==> config.mk <==
export PLATFORM = sky130hd
export DESIGN_NAME = mf2_paging_fsm
export DESIGN_NICKNAME = d
export VERILOG_FILES = /design/src/mf2_pkg.sv /design/src/mf2_paging_fsm.sv
export SDC_FILE = /design/constraint.sdc
export NUM_CORES = 1
export LEC_CHECK = 0
export ABC_AREA = 1
export BUFFER_PORTS_ARGS = -buffer_cell sky130_fd_sc_hd__clkbuf_2
export CAP_MARGIN = 10
export CELL_PAD_IN_SITES_DETAIL_PLACEMENT = 0
export CELL_PAD_IN_SITES_GLOBAL_PLACEMENT = 2
export CORE_MARGIN = 2
export CORE_UTILIZATION = 15
export DETAILED_ROUTE_END_ITERATION = 12
export GPL_TIMING_DRIVEN = 0
export PLACE_DENSITY_LB_ADDON = 0.1
export SETUP_SLACK_MARGIN = 0.05
export SYNTH_ARGS = -nofsm -noshare
export SYNTH_HDL_FRONTEND = slang
export SYNTH_SLANG_ARGS = --single-unit
==> constraint.sdc <==
create_clock -name clk_sys -period 1.05 [get_ports clk_sys]
set_input_delay 0.105 -clock clk_sys [delete_from_list [all_inputs] [get_ports clk_sys]]
set_output_delay 0.105 -clock clk_sys [all_outputs]
set_load 0.03 [all_outputs]
==> src/mf2_pkg.sv <==
// Multiface Two shared definitions
`default_nettype none

package mf2_pkg;

	typedef logic [15:0] cpu_addr_t;
	typedef logic [7:0]  cpu_data_t;
	typedef logic [12:0] mf2_ram_addr_t;   // 8 KB shadow RAM
	typedef logic [4:0]  pen_index_t;      // Bit 4 selects the border
	typedef logic [3:0]  crtc_reg_t;
	typedef logic [1:0]  mf2_mode_t;       // 0 enabled, bit 1 disabled

	typedef enum logic [2:0] {
		OFF_VISIBLE,
		OFF_HIDDEN,
		NMI_PENDING,
		ACTIVE,
		ACTIVE_HIDDEN
	} mf2_state_t;

	// Opcode fetch addresses
	localparam cpu_addr_t NMI_VECTOR  = 16'h0066;
	localparam cpu_addr_t HIDE_VECTOR = 16'h0065;

	// FEE8h/FEEAh, compared on address bits 15:2
	localparam logic [13:0] CTRL_PORT_BASE = 14'h3fba;

	//////////////////////////////////////////////////////////////////////
	// Shadow slots inside the RAM
	localparam mf2_ram_addr_t SLOT_PEN_SELECT  = 13'h1fcf;
	localparam mf2_ram_addr_t SLOT_PEN_BASE    = 13'h1f90;
	localparam mf2_ram_addr_t SLOT_BORDER      = 13'h1fdf;
	localparam mf2_ram_addr_t SLOT_MODE        = 13'h1fef;
	localparam mf2_ram_addr_t SLOT_BANKING     = 13'h1fff;
	localparam mf2_ram_addr_t SLOT_CRTC_SELECT = 13'h1cff;
	localparam mf2_ram_addr_t SLOT_CRTC_BASE   = 13'h1db0;
	localparam mf2_ram_addr_t SLOT_PPI         = 13'h17ff;
	localparam mf2_ram_addr_t SLOT_UPPER_ROM   = 13'h1aac;

	// Port high address bytes
	localparam cpu_data_t PORT_GA        = 8'h7f;
	localparam cpu_data_t PORT_CRTC_SEL  = 8'hbc;
	localparam cpu_data_t PORT_CRTC_DATA = 8'hbd;
	localparam cpu_data_t PORT_PPI       = 8'hf7;
	localparam cpu_data_t PORT_ROM_SEL   = 8'hdf;

endpackage

`default_nettype wire

==> src/mf2_paging_fsm.sv <==
// Multiface paging state machine
`timescale 1ns/1ps
`default_nettype none

module mf2_paging_fsm (
	input  wire logic                clk_sys,
	input  wire logic                reset,
	input  wire mf2_pkg::mf2_mode_t  mode,
	input  wire logic                freeze_evt,
	input  wire logic                vector_evt,
	input  wire logic                hide_evt,
	input  wire logic                page_in_evt,
	input  wire logic                page_out_evt,
	input  wire logic [2:0]          window_sel,   // cpu_addr[15:13]
	output logic                     nmi,
	output logic                     mf2_active,
	output logic                     rom_en,
	output logic                     ram_en
);

	localparam logic [2:0] ROM_WINDOW = 3'b000;   // 0000h-1FFFh
	localparam logic [2:0] RAM_WINDOW = 3'b001;   // 2000h-3FFFh

	mf2_pkg::mf2_state_t state_q;
	mf2_pkg::mf2_state_t state_d;
	logic                disabled;

	assign disabled = mode[1];

	//////////////////////////////////////////////////////////////////////
	// Next state

	always_comb begin
		state_d = state_q;
		case (state_q)
			mf2_pkg::OFF_VISIBLE: begin
				if (freeze_evt && !disabled)
					state_d = mf2_pkg::NMI_PENDING;
				else if (page_in_evt && !disabled)
					state_d = mf2_pkg::ACTIVE;
			end
			mf2_pkg::OFF_HIDDEN: begin
				// I/O page-in is ignored here
				if (freeze_evt && !disabled)
					state_d = mf2_pkg::NMI_PENDING;
			end
			mf2_pkg::NMI_PENDING: begin
				if (vector_evt)
					state_d = mf2_pkg::ACTIVE;   // CPU took the NMI
			end
			mf2_pkg::ACTIVE: begin
				if (page_out_evt)
					state_d = mf2_pkg::OFF_VISIBLE;
				else if (hide_evt)
					state_d = mf2_pkg::ACTIVE_HIDDEN;
			end
			mf2_pkg::ACTIVE_HIDDEN: begin
				if (page_out_evt)
					state_d = mf2_pkg::OFF_HIDDEN;
			end
			default: state_d = mf2_pkg::OFF_HIDDEN;
		endcase
	end

	// Any nonzero mode comes out of reset hidden
	always_ff @(posedge clk_sys) begin
		if (reset)
			state_q <= (mode == 2'd0) ? mf2_pkg::OFF_VISIBLE : mf2_pkg::OFF_HIDDEN;
		else
			state_q <= state_d;
	end

	//////////////////////////////////////////////////////////////////////
	// Outputs

	assign nmi = (state_q == mf2_pkg::NMI_PENDING);

	assign mf2_active = (state_q == mf2_pkg::ACTIVE) ||
	                    (state_q == mf2_pkg::ACTIVE_HIDDEN);

	// Window decode, only while paged in
	assign rom_en = mf2_active & (window_sel == ROM_WINDOW);
	assign ram_en = mf2_active & (window_sel == RAM_WINDOW);

endmodule

`default_nettype wire

==> results.json <==
{
  "relSlewSlack_pct": 85.8,
  "fin_skew_ns": 0.000486,
  "cp_data_required_time_ns": 0.94,
  "start_util_pct": 15.5,
  "overflow": 0,
  "die-area_sq_um": 2080,
  "wl_per_cell_microns": 8.78,
  "synth_area_leaders": "edfxtp_1 35%, nor2_1 17%, inv_1 10%",
  "finalPower_uw": 1440,
  "reg2reg_depth": 5,
  "core_area_sq_um": 1670,
  "yosys_warnings": 0,
  "largest_reg_flops": 3,
  "max_slew.worst_pin.slew_ns": 0.214,
  "fill_cells": 180,
  "htree_levels": 1,
  "multi_input_area_sq_um": 213,
  "synthTopCellsByCount": "12 x nor2_1, 7 x inv_1, 7 x nand2_1",
  "cp-end-kind": "primary output",
  "min_to": "state_q[0]$_DFFE_PP_",
  "grt_pass1_wl_mm": 1.31,
  "ff_latch_area_sq_um": 90.1,
  "fp-row-count": 15,
  "stdcell_area_sq_um": 577,
  "io_pins": 16,
  "finalHoldViolations": 0,
  "clock.fmax_mhz": 725,
  "wl_microns": 781,
  "top_regs": "state_q (3)",
  "worstPathCellList": "buf_6, buf_4, nor2_1, clkbuf_8",
  "violations": "negative setup slack",
  "grt_usage_pct": 9.11,
  "power_density_nw_per_um2": 2500,
  "place_area_sq_um": 385,
  "yosysTopAreaCellShare_pct": 34.8,
  "drc": 0,
  "via_per_inst": 4.02,
  "via_count": 358,
  "gp_congestion": 0.692,
  "arrival_ns": 1.27,
  "min_period_ns": 1.38,
  "dp_cells": 74,
  "ys_seq_area_share_pct": 34.8,
  "die_w_microns": 45.6,
  "ys.flop_type": "edfxtp_1",
  "avgSynthCellArea_sq_um": 6.17,
  "cts_made_buffers": 3,
  "synth-seq-cells": 3,
  "layout-drive-gt1-share_pct": 65.3,
  "antenna_found_initial": 0,
  "hpwl_microns": 542,
  "startpoint": "state_q[2]$_SDFFCE_PP0P_",
  "synth_edf_count": 3,
  "clock_latency_ns": 0.23,
  "ant_nets": 0,
  "rr_startpoint": "state_q[2]$_SDFFCE_PP0P_",
  "cts_tree": "built",
  "crit_fanout": 3,
  "hold_buffers": 0,
  "synth_nets": 54,
  "fin_nets": 85,
  "clock-sinks": 3,
  "r2r_slack_ns": -0.30,
  "hp-class": "in2reg",
  "syn_area_sq_um": 259,
  "worst_r2r_endpoint": "state_q[1]$_SDFFCE_PP0P_",
  "cts_root_buf": "clkbuf_4",
  "ys_types": 11,
  "yosysMostFrequentCell": "nor2_1",
  "slowest_stage": "edfxtp_1",
  "hold_path_depth": 3,
  "diodes": 0,
  "clk_pin_slew_ns": 0.04,
  "stdcell_count": 89,
  "maxCapViolCount": 0,
  "yosys.area.top_type": "edfxtp_1",
  "slew_violations": 0,
  "critPathMaxStageDelay_ns": 0.47,
  "grt_pass1_vias": 340,
  "setup_viol_count_final": 9,
  "hp-start": "mode[0]",
  "cts_buffer_depth": 2,
  "ys_async_sr_fraction_pct": 0,
  "drtIter0Drc": 8,
  "firstDrtPassIters": 4,
  "ir_drop_uv": 655,
  "rsz0062_at_grt": "yes",
  "grt_max_degree": 5,
  "fin_ws_ns": -0.330,
  "cp-start-kind": "flip-flop",
  "p_leak_uw": 0.000299,
  "fin_crit_sh_pct": 131,
  "area_growth_pct": 123,
  "port_buffers": 15,
  "status": "complete, but fails checks",
  "timing.hold.ws_ns": 0.247,
  "syn_inst": 42,
  "fp.dieH_microns": 45.6,
  "critical_path_class": "reg2out",
  "top_register": "state_q"
}
==> routing by layer <==
| metal | track usage, % | up-vias | share of wire, % |
|---|---|---|---|
| met5 | 0 | - | 0 |
| met4 | 7.06 | 0 | 0 |
| met3 | 2.38 | 0 | 3.8 |
| met2 | 14.4 | 8 | 54 |
| met1 | 10.3 | 158 | 42 |
| li1 | - | 192 | - |
==> critical path, delay by kind of cell, from the launching register on <==
kind | cells | cell delay [ns]
flip-flops | 1 | 0.47
AND/OR/NAND/NOR | 1 | 0.10
buffers and inverters | 3 | 0.48
==> final cells by class <==
cell class                 count  area share, %
tap                           17           3.69
inverter                       8           5.21
timing repair buffer          26           34.1
sequential                     3           15.6
multi-input combinational     31           36.9
clock buffer                   4           4.56
==> cells in the final DEF, fill, tap and decap left out <==
cell type  netlist  routed
a21oi_2          0       1
a31oi_1          1       1
buf_4            0      10
buf_6            0       2
buf_8            0       2
clkbuf_1         0       1
clkbuf_2         0      11
clkbuf_4         0       3
clkbuf_8         0       1
edfxtp_1         3       3
inv_1            7       6
inv_2            1       2
nand2_1          7       6
nand2_2          3       2
nand2_4          0       2
nand3_1          4       2
nand3_2          0       2
nor2_1          12       5
nor2_2           2       3
nor2_4           0       6
nor3_1           1       1
==> power breakdown <==
part | leakage [uW] | switching, uW | total [uW] | internal, uW
logic | 0.000252 | 453 | 941 | 487
registers | 0.0000317 | 85.7 | 300 | 214
clock network | 0.0000150 | 58.5 | 201 | 142
==> repair_timing <==
item	CTS	global route
gates resized for setup	12	12
pin swaps	6	2
buffers inserted	7	4
endpoints found under the setup margin	8	10
==> how the worst max path moves through the flow <==
stage / slack [ns] / depth (start not counted) / to
finish: -0.33 / 4 / nmi
global route: -0.40 / 7 / rom_en
CTS: -0.37 / 7 / ram_en
detailed placement: -0.28 / 4 / state_q[1]$_SDFFCE_PP0P_
global placement: -0.30 / 4 / state_q[1]$_SDFFCE_PP0P_
floorplan: -0.14 / 5 / ram_en
==> cell families (layout without fill, tap and decap cells) <==
logic type	after synthesis	count (layout)	share of synthesized area, %
AO/OA/AOI/OAI	2	2	4.35
buffers and inverters	8	38	11.6
AND/OR/NAND/NOR	29	29	49.3
flip-flops	3	3	34.8
==> metrics by stage <==
step	util [%]	setup WS [ns]	setup TNS, ns
after floorplan	-	-0.135	-0.599
after global placement	23.1	-0.305	-1.56
after detailed placement	23.1	-0.282	-1.40
after CTS	30.3	-0.366	-2.29
after global routing	34.5	-0.400	-2.89
final	34.5	-0.330	-2.36
No activity file was read; power rests on OpenSTA's default activity.
