**src/mf2_pkg.sv**
```systemverilog
// Multiface Two shared definitions
`default_nettype none

package mf2_pkg;

	typedef logic [15:0] cpu_addr_t;
	typedef logic [7:0]  cpu_data_t;
	typedef logic [12:0] mf2_ram_addr_t;   // 8 KB shadow RAM
	typedef logic [4:0]  pen_index_t;      // Bit 4 selects the border
	typedef logic [3:0]  crtc_reg_t;
	typedef logic [1:0]  mf2_mode_t;       // 0 enabled, bit 1 disabled

	typedef enum logic [2:0] {
		OFF_VISIBLE,
		OFF_HIDDEN,
		NMI_PENDING,
		ACTIVE,
		ACTIVE_HIDDEN
	} mf2_state_t;

	// Opcode fetch addresses
	localparam cpu_addr_t NMI_VECTOR  = 16'h0066;
	localparam cpu_addr_t HIDE_VECTOR = 16'h0065;

	// FEE8h/FEEAh, compared on address bits 15:2
	localparam logic [13:0] CTRL_PORT_BASE = 14'h3fba;

	//////////////////////////////////////////////////////////////////////
	// Shadow slots inside the RAM
	localparam mf2_ram_addr_t SLOT_PEN_SELECT  = 13'h1fcf;
	localparam mf2_ram_addr_t SLOT_PEN_BASE    = 13'h1f90;
	localparam mf2_ram_addr_t SLOT_BORDER      = 13'h1fdf;
	localparam mf2_ram_addr_t SLOT_MODE        = 13'h1fef;
	localparam mf2_ram_addr_t SLOT_BANKING     = 13'h1fff;
	localparam mf2_ram_addr_t SLOT_CRTC_SELECT = 13'h1cff;
	localparam mf2_ram_addr_t SLOT_CRTC_BASE   = 13'h1db0;
	localparam mf2_ram_addr_t SLOT_PPI         = 13'h17ff;
	localparam mf2_ram_addr_t SLOT_UPPER_ROM   = 13'h1aac;

	// Port high address bytes
	localparam cpu_data_t PORT_GA        = 8'h7f;
	localparam cpu_data_t PORT_CRTC_SEL  = 8'hbc;
	localparam cpu_data_t PORT_CRTC_DATA = 8'hbd;
	localparam cpu_data_t PORT_PPI       = 8'hf7;
	localparam cpu_data_t PORT_ROM_SEL   = 8'hdf;

endpackage

`default_nettype wire

```
**src/mf2_bus_if.sv**
```systemverilog
// Multiface CPU bus bundle
`timescale 1ns/1ps
`default_nettype none

interface mf2_bus_if;

	mf2_pkg::cpu_addr_t addr;
	mf2_pkg::cpu_data_t wdata;   // CPU write data
	logic               m1;
	logic               io_wr;   // iorq and wr together
	logic               mem_rd;
	logic               mem_wr;

	// Event detection side
	modport monitor (
		input addr,
		input wdata,
		input m1,
		input io_wr
	);

	// Shadow store and RAM side
	modport shadow (
		input addr,
		input wdata,
		input io_wr,
		input mem_wr,
		input mem_rd
	);

endinterface

`default_nettype wire

```
**src/mf2_bus_monitor.sv**
```systemverilog
// Multiface bus event monitor
`timescale 1ns/1ps
`default_nettype none

module mf2_bus_monitor (
	input  wire logic       clk_sys,
	input  wire logic       reset,
	mf2_bus_if.monitor      bus,
	input  wire logic       key_nmi,
	output logic            freeze_evt,
	output logic            vector_evt,
	output logic            hide_evt,
	output logic            page_in_evt,
	output logic            page_out_evt,
	output logic            io_write_evt
);

	logic m1_q;
	logic io_wr_q;
	logic key_nmi_q;
	logic m1_rise;
	logic io_wr_rise;
	logic ctrl_hit;

	//////////////////////////////////////////////////////////////////////
	// One cycle of history for edge detection

	always_ff @(posedge clk_sys) begin
		if (reset) begin
			m1_q      <= 1'b0;
			io_wr_q   <= 1'b0;
			key_nmi_q <= 1'b0;
		end else begin
			m1_q      <= bus.m1;
			io_wr_q   <= bus.io_wr;
			key_nmi_q <= key_nmi;
		end
	end

	assign m1_rise    = bus.m1 & ~m1_q;
	assign io_wr_rise = bus.io_wr & ~io_wr_q;

	// Control port pair FEE8h/FEEAh
	assign ctrl_hit = (bus.addr[15:2] == mf2_pkg::CTRL_PORT_BASE);

	//////////////////////////////////////////////////////////////////////
	// Single-cycle events

	assign freeze_evt = key_nmi & ~key_nmi_q;   // Button pressed

	// Opcode fetch at the NMI entry or at the hide address
	assign vector_evt = m1_rise & (bus.addr == mf2_pkg::NMI_VECTOR);
	assign hide_evt   = m1_rise & (bus.addr == mf2_pkg::HIDE_VECTOR);

	// Address bit 1 tells page in from page out
	assign page_in_evt  = io_wr_rise & ctrl_hit & ~bus.addr[1];
	assign page_out_evt = io_wr_rise & ctrl_hit & bus.addr[1];

	// Everything else may be a shadowed hardware register
	assign io_write_evt = io_wr_rise & ~ctrl_hit;

endmodule

`default_nettype wire

```
**src/flat_wrapper.sv**
```systemverilog
// flat-port wrapper written by rule: the top's interface ports become plain ports
module mf2_bus_monitor_flat 
  (clk_sys, reset, key_nmi, freeze_evt, vector_evt, hide_evt, page_in_evt, page_out_evt, io_write_evt, bus_addr, bus_wdata, bus_m1, bus_io_wr);
  mf2_bus_if bus_i ();
  input  wire logic clk_sys;
  input  wire logic reset;
  input  wire logic key_nmi;
  output logic freeze_evt;
  output logic vector_evt;
  output logic hide_evt;
  output logic page_in_evt;
  output logic page_out_evt;
  output logic io_write_evt;
  input wire logic [$bits(bus_i.addr)-1:0] bus_addr;
  input wire logic [$bits(bus_i.wdata)-1:0] bus_wdata;
  input wire logic [$bits(bus_i.m1)-1:0] bus_m1;
  input wire logic [$bits(bus_i.io_wr)-1:0] bus_io_wr;
  assign bus_i.addr = bus_addr;
  assign bus_i.wdata = bus_wdata;
  assign bus_i.m1 = bus_m1;
  assign bus_i.io_wr = bus_io_wr;
  mf2_bus_monitor u_core (.clk_sys(clk_sys), .reset(reset), .bus(bus_i), .key_nmi(key_nmi), .freeze_evt(freeze_evt), .vector_evt(vector_evt), .hide_evt(hide_evt), .page_in_evt(page_in_evt), .page_out_evt(page_out_evt), .io_write_evt(io_write_evt));
endmodule
```
**config.mk**
```make
export PLATFORM = sky130hd
export DESIGN_NAME = mf2_bus_monitor_flat
export DESIGN_NICKNAME = d
export VERILOG_FILES = /design/src/mf2_pkg.sv /design/src/mf2_bus_if.sv /design/src/mf2_bus_monitor.sv /design/src/flat_wrapper.sv
export SDC_FILE = /design/constraint.sdc
export NUM_CORES = 1
export LEC_CHECK = 0
export BUFFER_PORTS_ARGS = -buffer_cell sky130_fd_sc_hd__buf_2
export CAP_MARGIN = 20
export CORE_AREA = 4 4 41 43
export DETAILED_ROUTE_END_ITERATION = 6
export DIE_AREA = 0 0 45 47
export PLACE_DENSITY = 0.51
export SETUP_SLACK_MARGIN = 0.15
export SLEW_MARGIN = 20
export SYNTH_ARGS = -nofsm -noshare
export SYNTH_HDL_FRONTEND = slang
export SYNTH_SLANG_ARGS = --single-unit
```
**constraint.sdc**
```tcl
create_clock -name clk_sys -period 1.9 [get_ports clk_sys]
set_clock_uncertainty 0.05 [all_clocks]
set_input_delay 0.285 -clock clk_sys [delete_from_list [all_inputs] [get_ports clk_sys]]
set_output_delay 0.285 -clock clk_sys [all_outputs]
set_load 0.01 [all_outputs]
```
==> metrics.txt <==
leakage=0.2238 nW; Adder-Cell Fraction of Synth Area=0%; Setup TNS=-0.5159 ns; syn_area_per_cell=10.28 sq um; Min-Delay Path Class=in2reg; RSZ-0062 raised after global routing=true; critical path class=in2out; worst hold endpoint=u_core.io_wr_q$_SDFF_PP0_; DRC Markers=0; I/O pin count=35; worst-margin pin slew=0.2793 ns; Max stage delay on crit path=0.59 ns; wire per inst=11.97 um; Ys Warns=0; GRT Total Usage=8.912%; nets=87; Synth Register Bits=3; CP required=1.56 ns; GPL Wtd Cong=0.6699; met3 WL post-DR=146 um; Final Cycle Share=114.1%; final hold violation count=0; Worst Path Max Fanout=2; failing checks=setup timing; antenna violations before repair=0; Final Instance Area=roughly 470 sq um; CP Cell Sequence=buf_6, or4b_1, or4_4, nor3b_4, buf_2; DP HPWL=700.7 um; dpl ws=-0.2745 ns; xor-xnor portion of the synthesized cell area=0%; Initial Util=a little under a fifth; syn nets=52; DR vias/cell=4.569; Rows=13; Vias=329; setup ws final=-0.2687 ns; Max Cap Violations=0; simple logic cell fraction of the synthesized area=between 70% and 80%; Max Freq=461.1 MHz; Clock Tree Root=clkbuf_4; CTS tree=done; Setup crit start kind=primary input; Mapped Cells=23; worst hold path depth=2; fillers=145; mux contribution to synthesized area=0%; WL final=862 um; vias in the first global route=332; CP max-delay cell=or4_4; M1 WL=313 um; Die Wd=45 um; pwr dens=507.2 mW/mm^2; WP buf/inv=2; placed cell area=420.4 sq um; gr ovfl total=0; layout cells sized above 1=64.91%; Top Family by Delay on Critical Path=simple AND/OR/NAND/NOR gates; first-pass GRT wire length=around 1.2 mm; CTS buffer count=3; top sig layer=met4; synthesized area=236.5 sq um; antenna cells=0; fin crit period=between 2 and 2.5 ns; Buffers on Ports=26; Synth Area in Compound Gates=0%; Reg clk slew, reported paths=about 0.04 ns; area grow syn2layout=100.0%; Total Power=239.9 uW; Pins Over Slew Limit=0; Core Area=0.001301 sq mm; Max-Slew Margin vs Limit=81.21%; register area share after synthesis=25.40%; Max clock buf depth=2; Hold Path Origin=reset; Iter 0 DRT Violations=2; die area=0.002115 sq mm; Initial DRT Pass Iterations=4; largest family of logic cells by synthesized area=simple AND/OR/NAND/NOR gates; Die H=47 um; H-tree depth=1; Sink Count=3; outcome=finished with violations; unique cell type count in the Yosys netlist=13; Critical Path AT=1.83 ns; setup violators final=2; largest net degree at the start of global routing=5; critical path endpoint category=output port; met2 WL=377 um; antenna-violating nets left=0; fin util=36.35%; peak supply drop=321.5 uV
layout make-up:
type	instances	area [sq um]	share of cell area, %
multi-input cells	20	188.9	39.95
repair buffers	30	178.9	37.83
flip-flops and latches	3	60.06	12.70
clock buffers	4	26.28	5.556
well taps	15	18.77	3.968
Yosys cell counts, drive strengths merged:
cell type,number,area (sq um)
or4b,2,20.02
nand4bb,1,27.53
nand2,1,3.750
and2,1,6.260
nor3b,3,32.53
or4,2,18.77
nand4,1,6.260
nor4,2,12.51
dfxtp,3,60.06
nor2b,5,31.28
nand4b,2,17.52
report_power, final:
part | switching [mW] | leakage (nW) | internal (mW) | total (mW)
registers | 0.00112 | 0.0250 | 0.0667 | 0.0679
logic | 0.0202 | 0.184 | 0.0354 | 0.0556
clock network | 0.0375 | 0.0150 | 0.0790 | 0.116
total | 0.0588 | 0.224 | 0.181 | 0.240
how the worst max path moves through the flow:
stage / slack (ns) / cells past startpoint / end / startpoint
after floorplan: -0.02 / 3 / hide_evt / bus_addr[3]
after global placement: -0.25 / 5 / vector_evt / bus_addr[3]
after detailed placement: -0.27 / 5 / hide_evt / bus_addr[3]
after CTS: -0.26 / 4 / hide_evt / u_core.m1_q$_SDFF_PP0_
after global routing: -0.30 / 5 / hide_evt / bus_addr[14]
final: -0.27 / 5 / hide_evt / bus_addr[14]
flip-flops by register name, summed over array words and instances, names as in the netlist:
name,cells
u_core.io_wr_q,1
u_core.key_nmi_q,1
u_core.m1_q,1
repair_timing:
action	4_1_cts	5_1_grt
endpoints found under the setup margin	2	2
endpoints found under the hold margin	0	0
pin swaps	2	2
hold buffers	0	0
resized for setup	0	3
setup buffers	0	1
metrics by stage:
stage	std cells	hold WS (ns)
2_1_floorplan	23	0.3066
3_3_place_gp	67	0.4326
3_5_place_dp	67	0.4321
4_1_cts	71	0.1751
5_1_grt	72	0.1714
6_report	72	0.1810
cells by family after synthesis:
logic type and Yosys count:
AND/OR/NAND/NOR 20, flip-flops 3
per-layer routing:
| metal | vias up | global-route usage, % |
|---|---|---|
| li1 | 160 | - |
| met1 | 137 | 8.824 |
| met2 | 29 | 14.12 |
| met3 | 3 | 3.448 |
| met4 | 0 | 8.772 |
| met5 | - | 0 |
layout by cell type, fill, tap and decap left out:
cell type / count
buf_4: 4
nor4_1: 2
nand4_1: 1
or4b_1: 2
clkbuf_1: 1
buf_2: 23
nor3b_1: 1
buf_6: 3
and2_1: 1
or4_4: 1
nor2b_1: 5
clkbuf_4: 3
nand2_1: 1
dfxtp_1: 3
nand4bb_4: 1
nand4b_1: 2
or4_1: 1
nor3b_4: 2
No activity file was read; power rests on OpenSTA's default activity.
